[src/hdl/iosys_map_pkg.sv]
// I/O subsystem address map
// bus word types, the sdram window, register addresses
// and the command codes used by the bus slaves
package iosys_map_pkg;

    // cpu bus words
    typedef logic [31:0] bus_addr_t;
    typedef logic [31:0] bus_data_t;
    typedef logic [3:0]  bus_strb_t;

    // sdram side, byte address into 8 MB of 16-bit words
    typedef logic [22:0] sdram_addr_t;
    typedef logic [15:0] sdram_data_t;

    // everything below this is sdram
    localparam bus_addr_t sdram_limit = 32'h0080_0000;

    // i/o registers, anything else up there reads zero
    localparam bus_addr_t reg_char_addr    = 32'h0200_0000;
    localparam bus_addr_t reg_romctrl_addr = 32'h0200_0010;
    localparam bus_addr_t reg_romdata_addr = 32'h0200_0014;
    localparam bus_addr_t reg_joy_addr     = 32'h0200_0018;

    // overlay codes, bits 25:24 of a char write
    localparam logic [1:0] overlay_on  = 2'd1;
    localparam logic [1:0] overlay_off = 2'd2;

    // spi flash plain read
    localparam logic [7:0] spi_read_cmd = 8'h03;

endpackage

[src/hdl/iosys_rom_pkg.sv]
// ROM load header types
// the first data words of a rom load carry a 12-byte header, the rest
// is a byte stream; one 32-bit word is decoded either way
package iosys_rom_pkg;

    // header word 0: byte 0 map control, byte 1 rom size, byte 2 ram size
    typedef struct packed {
        logic [7:0] pad_hi;     // byte 3 unused
        logic [3:0] pad_ram;
        logic [3:0] ram_size;
        logic [3:0] pad_rom;
        logic [3:0] rom_size;
        logic [7:0] map_ctrl;
    } rom_hdr0_t;

    // byte 0 is the least significant, masks use bytes 2..0
    typedef union packed {
        rom_hdr0_t       hdr;
        logic [3:0][7:0] bytes;
    } rom_word_u;

    // where the next data write goes
    typedef enum logic [1:0] {
        hdr_ctrl,
        hdr_rom_mask,
        hdr_ram_mask,
        hdr_data
    } hdr_phase_t;

endpackage

[src/hdl/cpu_bus_if.sv]
`timescale 1ns/1ps

// CPU memory bus
// valid/ready handshake: the master holds its request steady while
// valid is high until it sees ready at a clock edge
interface cpu_bus_if;
    logic                     valid;
    logic                     ready;
    iosys_map_pkg::bus_addr_t addr;
    iosys_map_pkg::bus_data_t wdata;
    iosys_map_pkg::bus_strb_t wstrb;    // all zero for a read
    iosys_map_pkg::bus_data_t rdata;

    modport master (
        output valid, addr, wdata, wstrb,
        input  ready, rdata
    );
    modport slave (
        input  valid, addr, wdata, wstrb,
        output ready, rdata
    );
endinterface

[src/hdl/flash_boot.sv]
`timescale 1ns/1ps

// flash boot loader
// once sdram init is over, reads the firmware image from spi flash
// (mode 0, wclk/2) and packs every byte pair into one sdram write
module flash_boot #(
    parameter int          fw_bytes      = 16,
    parameter logic [23:0] fw_flash_addr = 24'h50_0000
) (
    input  logic                       wclk,
    input  logic                       resetn,
    input  logic                       ram_busy,
    output logic                       spi_cs_n,
    output logic                       spi_clk,
    output logic                       spi_mosi,
    input  logic                       spi_miso,
    output logic                       boot_wr,
    output iosys_map_pkg::sdram_addr_t boot_addr,
    output iosys_map_pkg::sdram_data_t boot_data,
    output logic                       boot_done
);

    // command + 3 address bytes, then the image
    localparam int total_bits = 32 + 8 * fw_bytes;
    localparam int cnt_w      = $clog2(total_bits + 1);
    localparam logic [cnt_w-1:0] data_start = cnt_w'(32);
    localparam logic [cnt_w-1:0] last_bit   = cnt_w'(total_bits);
    localparam logic [cnt_w-4:0] hdr_bytes  = 4;

    logic [31:0]      tx_sr;
    logic [6:0]       rx_sr;
    logic [7:0]       rx_byte;
    logic [7:0]       lo_byte;      // first byte of the pair
    logic [cnt_w-1:0] bit_cnt;      // rising sck edges so far
    logic [cnt_w-4:0] byte_idx;
    logic             fin;

    // data byte currently coming in
    assign byte_idx = bit_cnt[cnt_w-1:3] - hdr_bytes;
    assign rx_byte  = {rx_sr, spi_miso};
    assign spi_mosi = tx_sr[31];

    always_ff @(posedge wclk) begin
        if (!resetn) begin
            spi_cs_n  <= 1'b1;
            spi_clk   <= 1'b0;
            tx_sr     <= '0;
            bit_cnt   <= '0;
            boot_wr   <= 1'b0;
            fin       <= 1'b0;
            boot_done <= 1'b0;
        end else begin
            boot_wr   <= 1'b0;
            // done trails the last write so the bridge still forwards it
            boot_done <= boot_done | fin;
            if (spi_cs_n) begin
                spi_clk <= 1'b0;
                if (!fin && !ram_busy) begin
                    // mosi holds the first command bit a full cycle
                    spi_cs_n <= 1'b0;
                    tx_sr    <= {iosys_map_pkg::spi_read_cmd, fw_flash_addr};
                    bit_cnt  <= '0;
                end
            end else if (!spi_clk) begin
                // sck rises next and miso is sampled
                spi_clk <= 1'b1;
                rx_sr   <= rx_byte[6:0];
                bit_cnt <= bit_cnt + 1'b1;
                if (bit_cnt >= data_start && bit_cnt[2:0] == 3'd7) begin
                    if (!byte_idx[0]) begin
                        lo_byte <= rx_byte;
                    end else begin
                        // pair complete, written at the byte offset of its first byte
                        boot_wr   <= 1'b1;
                        boot_data <= {rx_byte, lo_byte};
                        boot_addr <= iosys_map_pkg::sdram_addr_t'({byte_idx[cnt_w-4:1], 1'b0});
                    end
                end
            end else begin
                // sck falls next and the next bit shifts out
                spi_clk <= 1'b0;
                tx_sr   <= {tx_sr[30:0], 1'b0};
                if (bit_cnt == last_bit) begin
                    spi_cs_n <= 1'b1;
                    fin      <= 1'b1;
                end
            end
        end
    end

    // done stays high with the flash released and no boot write after it
    assert property (@(posedge wclk) disable iff (!resetn)
        boot_done |=> boot_done && spi_cs_n && !boot_wr);

endmodule

[src/hdl/iosys_core.sv]
`timescale 1ns/1ps

// iosys core
// boot and i/o core of the console i/o subsystem. decodes the cpu bus
// into sdram, overlay, joystick and rom-load registers, and holds the
// bus off until the firmware copy from flash is done
module iosys_core #(
    parameter int          fw_bytes      = 16,
    parameter logic [23:0] fw_flash_addr = 24'h50_0000
) (
    input  logic                       wclk,
    input  logic                       resetn,
    // cpu bus
    input  logic                       mem_valid,
    output logic                       mem_ready,
    input  iosys_map_pkg::bus_addr_t   mem_addr,
    input  iosys_map_pkg::bus_data_t   mem_wdata,
    input  iosys_map_pkg::bus_strb_t   mem_wstrb,
    output iosys_map_pkg::bus_data_t   mem_rdata,
    // sdram port
    output iosys_map_pkg::sdram_addr_t rv_addr,
    output iosys_map_pkg::sdram_data_t rv_din,
    output logic [1:0]                 rv_ds,
    input  iosys_map_pkg::sdram_data_t rv_dout,
    output logic                       rv_rd,
    output logic                       rv_wr,
    input  logic                       ram_busy,    // high during sdram init
    // spi flash
    output logic                       flash_spi_cs_n,
    output logic                       flash_spi_clk,
    output logic                       flash_spi_mosi,
    input  logic                       flash_spi_miso,
    // joysticks, 12 buttons each
    input  logic [11:0]                joy1,
    input  logic [11:0]                joy2,
    // rom loading
    output logic                       rom_loading,
    output logic [7:0]                 rom_do,
    output logic                       rom_do_valid,
    output logic [7:0]                 map_ctrl,
    output logic [3:0]                 rom_size,
    output logic [3:0]                 ram_size,
    output logic [23:0]                rom_mask,
    output logic [23:0]                ram_mask,
    output logic                       overlay,
    output logic                       boot_done
);

    cpu_bus_if ram_bus ();
    cpu_bus_if rom_bus ();

    logic                       boot_wr;
    iosys_map_pkg::sdram_addr_t boot_addr;
    iosys_map_pkg::sdram_data_t boot_data;
    logic                       req;
    logic                       sel_ram;
    logic                       sel_char;
    logic                       sel_joy;
    logic                       sel_romctrl;
    logic                       sel_romdata;

    // nothing reaches a slave before the firmware is in
    assign req         = mem_valid && boot_done;
    assign sel_ram     = mem_addr < iosys_map_pkg::sdram_limit;
    assign sel_char    = mem_addr == iosys_map_pkg::reg_char_addr;
    assign sel_joy     = mem_addr == iosys_map_pkg::reg_joy_addr;
    assign sel_romctrl = mem_addr == iosys_map_pkg::reg_romctrl_addr;
    assign sel_romdata = mem_addr == iosys_map_pkg::reg_romdata_addr;

    assign ram_bus.valid = req && sel_ram;
    assign ram_bus.addr  = mem_addr;
    assign ram_bus.wdata = mem_wdata;
    assign ram_bus.wstrb = mem_wstrb;

    assign rom_bus.valid = req && sel_romdata;
    assign rom_bus.addr  = mem_addr;
    assign rom_bus.wdata = mem_wdata;
    assign rom_bus.wstrb = mem_wstrb;

    // registers answer at once; sdram and a busy rom stream hold off
    assign mem_ready = req && (sel_ram ? ram_bus.ready :
                               sel_romdata ? rom_bus.ready : 1'b1);

    always_comb begin
        // char register and unmapped addresses read zero
        mem_rdata = '0;
        if (sel_ram) begin
            mem_rdata = ram_bus.rdata;
        end else if (sel_joy) begin
            mem_rdata = {4'd0, joy1, 4'd0, joy2};
        end else if (sel_romctrl || sel_romdata) begin
            mem_rdata = rom_bus.rdata;
        end
    end

    // overlay toggled through the char register, other codes leave it
    always_ff @(posedge wclk) begin
        if (!resetn) begin
            overlay <= 1'b1;
        end else if (req && sel_char && mem_wstrb[0]) begin
            case (mem_wdata[25:24])
                iosys_map_pkg::overlay_on:  overlay <= 1'b1;
                iosys_map_pkg::overlay_off: overlay <= 1'b0;
                default: ;
            endcase
        end
    end

    flash_boot #(
        .fw_bytes      (fw_bytes),
        .fw_flash_addr (fw_flash_addr)
    ) boot (
        .wclk      (wclk),
        .resetn    (resetn),
        .ram_busy  (ram_busy),
        .spi_cs_n  (flash_spi_cs_n),
        .spi_clk   (flash_spi_clk),
        .spi_mosi  (flash_spi_mosi),
        .spi_miso  (flash_spi_miso),
        .boot_wr   (boot_wr),
        .boot_addr (boot_addr),
        .boot_data (boot_data),
        .boot_done (boot_done)
    );

    sdram_bridge bridge (
        .wclk      (wclk),
        .resetn    (resetn),
        .bus       (ram_bus.slave),
        .boot_wr   (boot_wr),
        .boot_addr (boot_addr),
        .boot_data (boot_data),
        .boot_done (boot_done),
        .rv_addr   (rv_addr),
        .rv_din    (rv_din),
        .rv_ds     (rv_ds),
        .rv_dout   (rv_dout),
        .rv_rd     (rv_rd),
        .rv_wr     (rv_wr)
    );

    rom_loader loader (
        .wclk         (wclk),
        .resetn       (resetn),
        .ctrl_sel     (req && sel_romctrl),
        .bus          (rom_bus.slave),
        .rom_loading  (rom_loading),
        .rom_do       (rom_do),
        .rom_do_valid (rom_do_valid),
        .map_ctrl     (map_ctrl),
        .rom_size     (rom_size),
        .ram_size     (ram_size),
        .rom_mask     (rom_mask),
        .ram_mask     (ram_mask)
    );

endmodule

[src/hdl/rom_loader.sv]
`timescale 1ns/1ps

// rom loader
// rom-load control and data registers. the first three data words
// are the header (map control, sizes, masks), every later word goes
// out one byte per cycle, least significant first
module rom_loader (
    input  logic        wclk,
    input  logic        resetn,
    input  logic        ctrl_sel,
    cpu_bus_if.slave    bus,
    output logic        rom_loading,
    output logic [7:0]  rom_do,
    output logic        rom_do_valid,
    output logic [7:0]  map_ctrl,
    output logic [3:0]  rom_size,
    output logic [3:0]  ram_size,
    output logic [23:0] rom_mask,
    output logic [23:0] ram_mask
);

    iosys_rom_pkg::rom_word_u  word;
    iosys_rom_pkg::hdr_phase_t phase;
    logic [3:0][7:0]           do_buf;
    logic [1:0]                stream_cnt;  // bytes left after the current one
    logic                      data_wr;

    assign word   = bus.wdata;
    assign rom_do = do_buf[0];
    // data register stalls while a word is still going out
    assign bus.ready = bus.valid && stream_cnt == 2'd0;
    // status read, bit 0 loading
    assign bus.rdata = {31'd0, rom_loading};
    assign data_wr   = bus.valid && bus.ready && |bus.wstrb;

    always_ff @(posedge wclk) begin
        if (!resetn) begin
            rom_loading  <= 1'b0;
            rom_do_valid <= 1'b0;
            stream_cnt   <= 2'd0;
            phase        <= iosys_rom_pkg::hdr_ctrl;
        end else begin
            rom_do_valid <= 1'b0;
            // 1 starts a load, 0 ends it
            if (ctrl_sel && bus.wstrb[0]) begin
                if (bus.wdata[7:0] == 8'd1) begin
                    rom_loading <= 1'b1;
                    phase       <= iosys_rom_pkg::hdr_ctrl;
                end else if (bus.wdata[7:0] == 8'd0) begin
                    rom_loading <= 1'b0;
                end
            end
            if (stream_cnt != 2'd0) begin
                do_buf       <= {8'd0, do_buf[3:1]};
                stream_cnt   <= stream_cnt - 2'd1;
                rom_do_valid <= 1'b1;
            end
            if (data_wr) begin
                case (phase)
                    iosys_rom_pkg::hdr_ctrl: begin
                        map_ctrl <= word.hdr.map_ctrl;
                        rom_size <= word.hdr.rom_size;
                        ram_size <= word.hdr.ram_size;
                        phase    <= iosys_rom_pkg::hdr_rom_mask;
                    end
                    iosys_rom_pkg::hdr_rom_mask: begin
                        rom_mask <= word.bytes[2:0];
                        phase    <= iosys_rom_pkg::hdr_ram_mask;
                    end
                    iosys_rom_pkg::hdr_ram_mask: begin
                        ram_mask <= word.bytes[2:0];
                        phase    <= iosys_rom_pkg::hdr_data;
                    end
                    default: begin
                        // byte 0 shows next cycle
                        do_buf       <= word.bytes;
                        stream_cnt   <= 2'd3;
                        rom_do_valid <= 1'b1;
                    end
                endcase
            end
        end
    end

    // a data word owns the byte stream for its four cycles
    assert property (@(posedge wclk) disable iff (!resetn)
        (data_wr && phase == iosys_rom_pkg::hdr_data) |=> (!data_wr && rom_do_valid) [*3]);

endmodule

[src/hdl/sdram_bridge.sv]
`timescale 1ns/1ps

// sdram bridge
// passes the boot writes through until the firmware copy is done,
// then splits each 32-bit cpu access into two 16-bit transfers
module sdram_bridge (
    input  logic                       wclk,
    input  logic                       resetn,
    cpu_bus_if.slave                   bus,
    input  logic                       boot_wr,
    input  iosys_map_pkg::sdram_addr_t boot_addr,
    input  iosys_map_pkg::sdram_data_t boot_data,
    input  logic                       boot_done,
    output iosys_map_pkg::sdram_addr_t rv_addr,
    output iosys_map_pkg::sdram_data_t rv_din,
    output logic [1:0]                 rv_ds,
    input  iosys_map_pkg::sdram_data_t rv_dout,
    output logic                       rv_rd,
    output logic                       rv_wr
);

    logic [1:0]                 step;       // 0 idle, 1..3 busy
    logic                       writing;
    logic                       ready_q;
    iosys_map_pkg::bus_data_t   rdata_q;
    // high half of a write waits here
    iosys_map_pkg::sdram_data_t din_hi;
    logic [1:0]                 ds_hi;

    assign bus.ready = ready_q;
    assign bus.rdata = rdata_q;

    // read data for a request issued at edge n is sampled at edge n+2
    always_ff @(posedge wclk) begin
        if (!resetn) begin
            step    <= 2'd0;
            writing <= 1'b0;
            ready_q <= 1'b0;
            rv_rd   <= 1'b0;
            rv_wr   <= 1'b0;
        end else begin
            rv_rd   <= 1'b0;
            rv_wr   <= 1'b0;
            ready_q <= 1'b0;
            if (!boot_done) begin
                // boot copy owns the port, full half-words
                rv_addr <= boot_addr;
                rv_din  <= boot_data;
                rv_ds   <= 2'b11;
                rv_wr   <= boot_wr;
            end else begin
                case (step)
                    2'd0: begin
                        // ready_q still high: master is on the read just finished
                        if (bus.valid && !ready_q) begin
                            rv_addr <= {bus.addr[22:2], 2'b00};
                            writing <= |bus.wstrb;
                            if (|bus.wstrb) begin
                                // ack at once, low half goes out now
                                ready_q <= 1'b1;
                                rv_wr   <= 1'b1;
                                rv_din  <= bus.wdata[15:0];
                                rv_ds   <= bus.wstrb[1:0];
                                din_hi  <= bus.wdata[31:16];
                                ds_hi   <= bus.wstrb[3:2];
                            end else begin
                                rv_rd <= 1'b1;
                                rv_ds <= 2'b11;
                            end
                            step <= 2'd1;
                        end
                    end
                    2'd1: begin
                        // back-to-back read of the high half
                        if (!writing) begin
                            rv_rd   <= 1'b1;
                            rv_addr <= {rv_addr[22:2], 2'b10};
                        end
                        step <= 2'd2;
                    end
                    2'd2: begin
                        if (writing) begin
                            rv_wr   <= 1'b1;
                            rv_din  <= din_hi;
                            rv_ds   <= ds_hi;
                            rv_addr <= {rv_addr[22:2], 2'b10};
                        end else begin
                            rdata_q[15:0] <= rv_dout;
                        end
                        step <= 2'd3;
                    end
                    default: begin
                        if (!writing) begin
                            rdata_q[31:16] <= rv_dout;
                            ready_q        <= 1'b1;
                        end
                        step <= 2'd0;
                    end
                endcase
            end
        end
    end

    // boot mux and access sequencer never collide on the port
    assert property (@(posedge wclk) disable iff (!resetn) !(rv_rd && rv_wr));

endmodule

[config.mk]
export PLATFORM = sky130hd
export DESIGN_NAME = iosys_core
export DESIGN_NICKNAME = d
export VERILOG_FILES = /design/src/hdl/iosys_map_pkg.sv /design/src/hdl/iosys_rom_pkg.sv /design/src/hdl/cpu_bus_if.sv /design/src/hdl/flash_boot.sv /design/src/hdl/iosys_core.sv /design/src/hdl/rom_loader.sv /design/src/hdl/sdram_bridge.sv
export SDC_FILE = /design/constraint.sdc
export NUM_CORES = 1
export LEC_CHECK = 0
export ABC_AREA = 1
export BUFFER_PORTS_ARGS = -buffer_cell sky130_fd_sc_hd__buf_2
export CORE_ASPECT_RATIO = 1.2
export CORE_MARGIN = 10
export CORE_UTILIZATION = 45
export CTS_CLUSTER_SIZE = 25
export DETAILED_ROUTE_END_ITERATION = 10
export PLACE_DENSITY_LB_ADDON = 0.2
export SETUP_SLACK_MARGIN = 0.15
export SKIP_CTS_REPAIR_TIMING = 1
export SLEW_MARGIN = 0
export SYNTH_ARGS = -nofsm -noshare
export SYNTH_HDL_FRONTEND = slang
export SYNTH_SLANG_ARGS = --single-unit
[constraint.sdc]
create_clock -name wclk -period 2.5 [get_ports wclk]
set_input_delay 0.25 -clock wclk [delete_from_list [all_inputs] [get_ports wclk]]
set_output_delay 0.25 -clock wclk [all_outputs]
set_load 0.01 [all_outputs]
==> impl_metrics.toml <==
[outcome]
status = "complete, no violations"

[setup_path]
r2r_end = "bridge.rv_din[13]"
rrSetupSlack_ns = 0.52
crit_type = "register to register"
worstReg2RegStart = "bridge.step[0]"
cp.required_ns = 2.71
start_kind = "register"
r2r_cells = 8
cp_max_fo = 16
end_kind = "register"
cp.arrival_ns = 2.19

[finish]
final_cell_mix = "buf_2, nand2_1, edfxtp_1, inv_1, nor2_1"
fill_cells = 1961
final_common_cell = "buf_2"
syn2layout_area_growth_pct = 30.1
final_cell_area_mm2 = 0.0138
nNetsFinal = 1391
drive_above_1_share = 0.283

[detailed_routing]
drc = 0
via_per_inst = 4.81
post_drt_wl_per_cell_um = 17.0
drt.antenna.violating_nets = 0
routed_wl_um = 27300
drtIter0Drc = 447
vias = 7699
dr.pass1.iters = 5

[sta]
fin_worst_skew_ns = 0.0126
min_period_over_period = 0.793
clock.fmax_mhz = 504
whs_ns = 0.0133
final_max_slew_viol_count = 0
hold_viol = 0
setup_violations = 0
rsz0062_at_grt = "no"
fin_crit_ns = 1.98
fin_ws_ns = 0.517
max_slew.worst_pin.slew_ns = 0.661
slew_headroom = 0.554

[cts]
clk_pin_slew_worst_paths_ns = 0.06
clk_latency_ns = 0.53
cts_buffer_depth = 3
clockRootBuffer = "clkbuf_16"
clock-sinks = 259
cts_tree = "built"
htree_levels = 1
numCtsBuffers = 26

[logic_synthesis]
ys_ff_latch = 259
synth_fa_ha_area_frac = 0.0177
netlist_top_cells_area = "edfxtp_1, nand2_1, dfxtp_1"
synth_xor_area_frac = 0.000824
synth_cell_types = 40
yosysSeqAreaShare = 0.696
avgSynthCellArea_um2 = 11.3
yosys.area.top_type = "edfxtp_1"
synth_compound_area_frac = 0.0662
syn_inst = 940
yosys.area_share.simple = 0.159
yosysWarningCount = 0
synth_top_family_by_area = "simple AND/OR/NAND/NOR gates"
syn-num-nets = 1068
syn_area_mm2 = 0.0106
synth.top_cell.area_share = 0.625
muxShareOfSynthArea = 0

[run]
drv_cap = 0

[power_and_ir_drop]
ir_drop_v = 0.000424
finalPower_mw = 9.48
power.density_mw_per_mm2 = 686
p_leak_nw = 5.88

[grt]
grt_pass1_vias = 7582
overflow = 0
grt_pass1_wl_um = 41500
track_usage = 0.169
grt_max_degree = 60
antenna_found_initial = 4

[floorplan]
fp.dieW_um = 160
core-area_mm2 = 0.0232
start_util = 0.458
io_pins = 268
rows = 61
die_h_um = 188
die_area_mm2 = 0.0302

[worst_hold_path]
whs_endpoint = "boot.spi_cs_n"
whs_path_depth = 3
min-delay-start = "ram_busy"
min_path_type = "input pin to register"

[placed_design]
port_buffers = 266
routabilityCongestion = 0.934
hpwl_um = 19700
dp_slack_ns = 0.540
dpl_cell_area_mm2 = 0.0124
worst max path at each step:
stage / start / to / slack, ns / depth (start not counted)
2_1_floorplan: boot.boot_done / loader.ram_mask[0] / -0.12 / 8
3_3_place_gp: mem_addr[29] / loader.ram_mask[15] / 0.58 / 9
3_5_place_dp: mem_addr[31] / loader.rom_mask[15] / 0.54 / 9
4_1_cts: bridge.step[0] / bridge.rv_din[3] / 0.55 / 8
5_1_grt: mem_addr[11] / mem_rdata[0] / 0.32 / 9
6_report: bridge.step[0] / bridge.rv_din[13] / 0.52 / 8
registers in the layout, summed over array words and instances, names as in the netlist, 4 cells and up:
signal and count:
bridge.bus.rdata 32, loader.do_buf 24, loader.ram_mask 24, loader.rom_mask 24, bridge.rv_addr 22, boot.boot_data 16, bridge.din_hi 16, bridge.rv_din 16
boot.tx_sr 12, boot.bit_cnt 8, boot.lo_byte 8, loader.map_ctrl 8, loader.rom_do 8, boot.rx_sr 7, boot.boot_addr 4, loader.ram_size 4
loader.rom_size 4
metrics by stage:
step	setup TNS (ns)	util	std cells
3_5_place_dp	0	0.533	1500
2_1_floorplan	-5.86	-	940
4_1_cts	0	0.574	1548
3_3_place_gp	0	0.533	1500
6_report	0	0.596	1602
5_1_grt	0	0.596	1602
worst max-delay path: stages (launching register included):
cell	delay, ns
dfxtp_1	0.42
inv_1	0.09
ha_1	0.24
nand2_1	0.16
clkinv_1	0.10
nand2_1	0.10
nand3_1	0.13
nor3_2	0.14
buf_4	0.28
power by group:
part	internal, mW	switching, mW
registers	4.74	0.0281
clock network	2.69	1.58
logic	0.191	0.242
total	7.63	1.85
cell usage after synthesis (all sizes together):
master	count
nand2	228
edfxtp	221
inv	108
nor2	93
o21ai	59
nand3	39
dfxtp	38
a21oi	31
buf	24
clkbuf	20
nand4	19
o211ai	17
ha	15
nor3	10
a31oi	4
a32o	2
a211oi	1
and2	1
clkinv	1
conb	1
nand3b	1
o2111ai	1
o21a	1
o21bai	1
o22ai	1
o311ai	1
or2	1
xor2	1
routing by layer:
metal | up-vias | wire length (um) | track usage
met3 | 41 | 1950 | 0.0517
li1 | 3829 | - | -
met2 | 264 | 13600 | 0.289
met1 | 3565 | 11200 | 0.203
met4 | 0 | 559 | 0.0470
met5 | - | 0 | 0
kinds of logic after synthesis:
| kind of cell | Yosys count |
|---|---|
| buf+inv | 153 |
| fa+ha+maj | 15 |
| flops | 259 |
| compound gates | 119 |
| xor+xnor | 1 |
| other cells | 1 |
| simple gates | 392 |
final cells by class:
type	instances	area (um2)	area share
flip-flops and latches	259	7400	0.535
multi-input cells	528	2620	0.189
repair buffers	339	2040	0.148
clock buffers	32	694	0.0502
inverters	109	409	0.0296
well taps	315	394	0.0285
clock inverters	16	256	0.0186
diodes	4	10.0	0.000724
(Power assumes the default switching activity.)
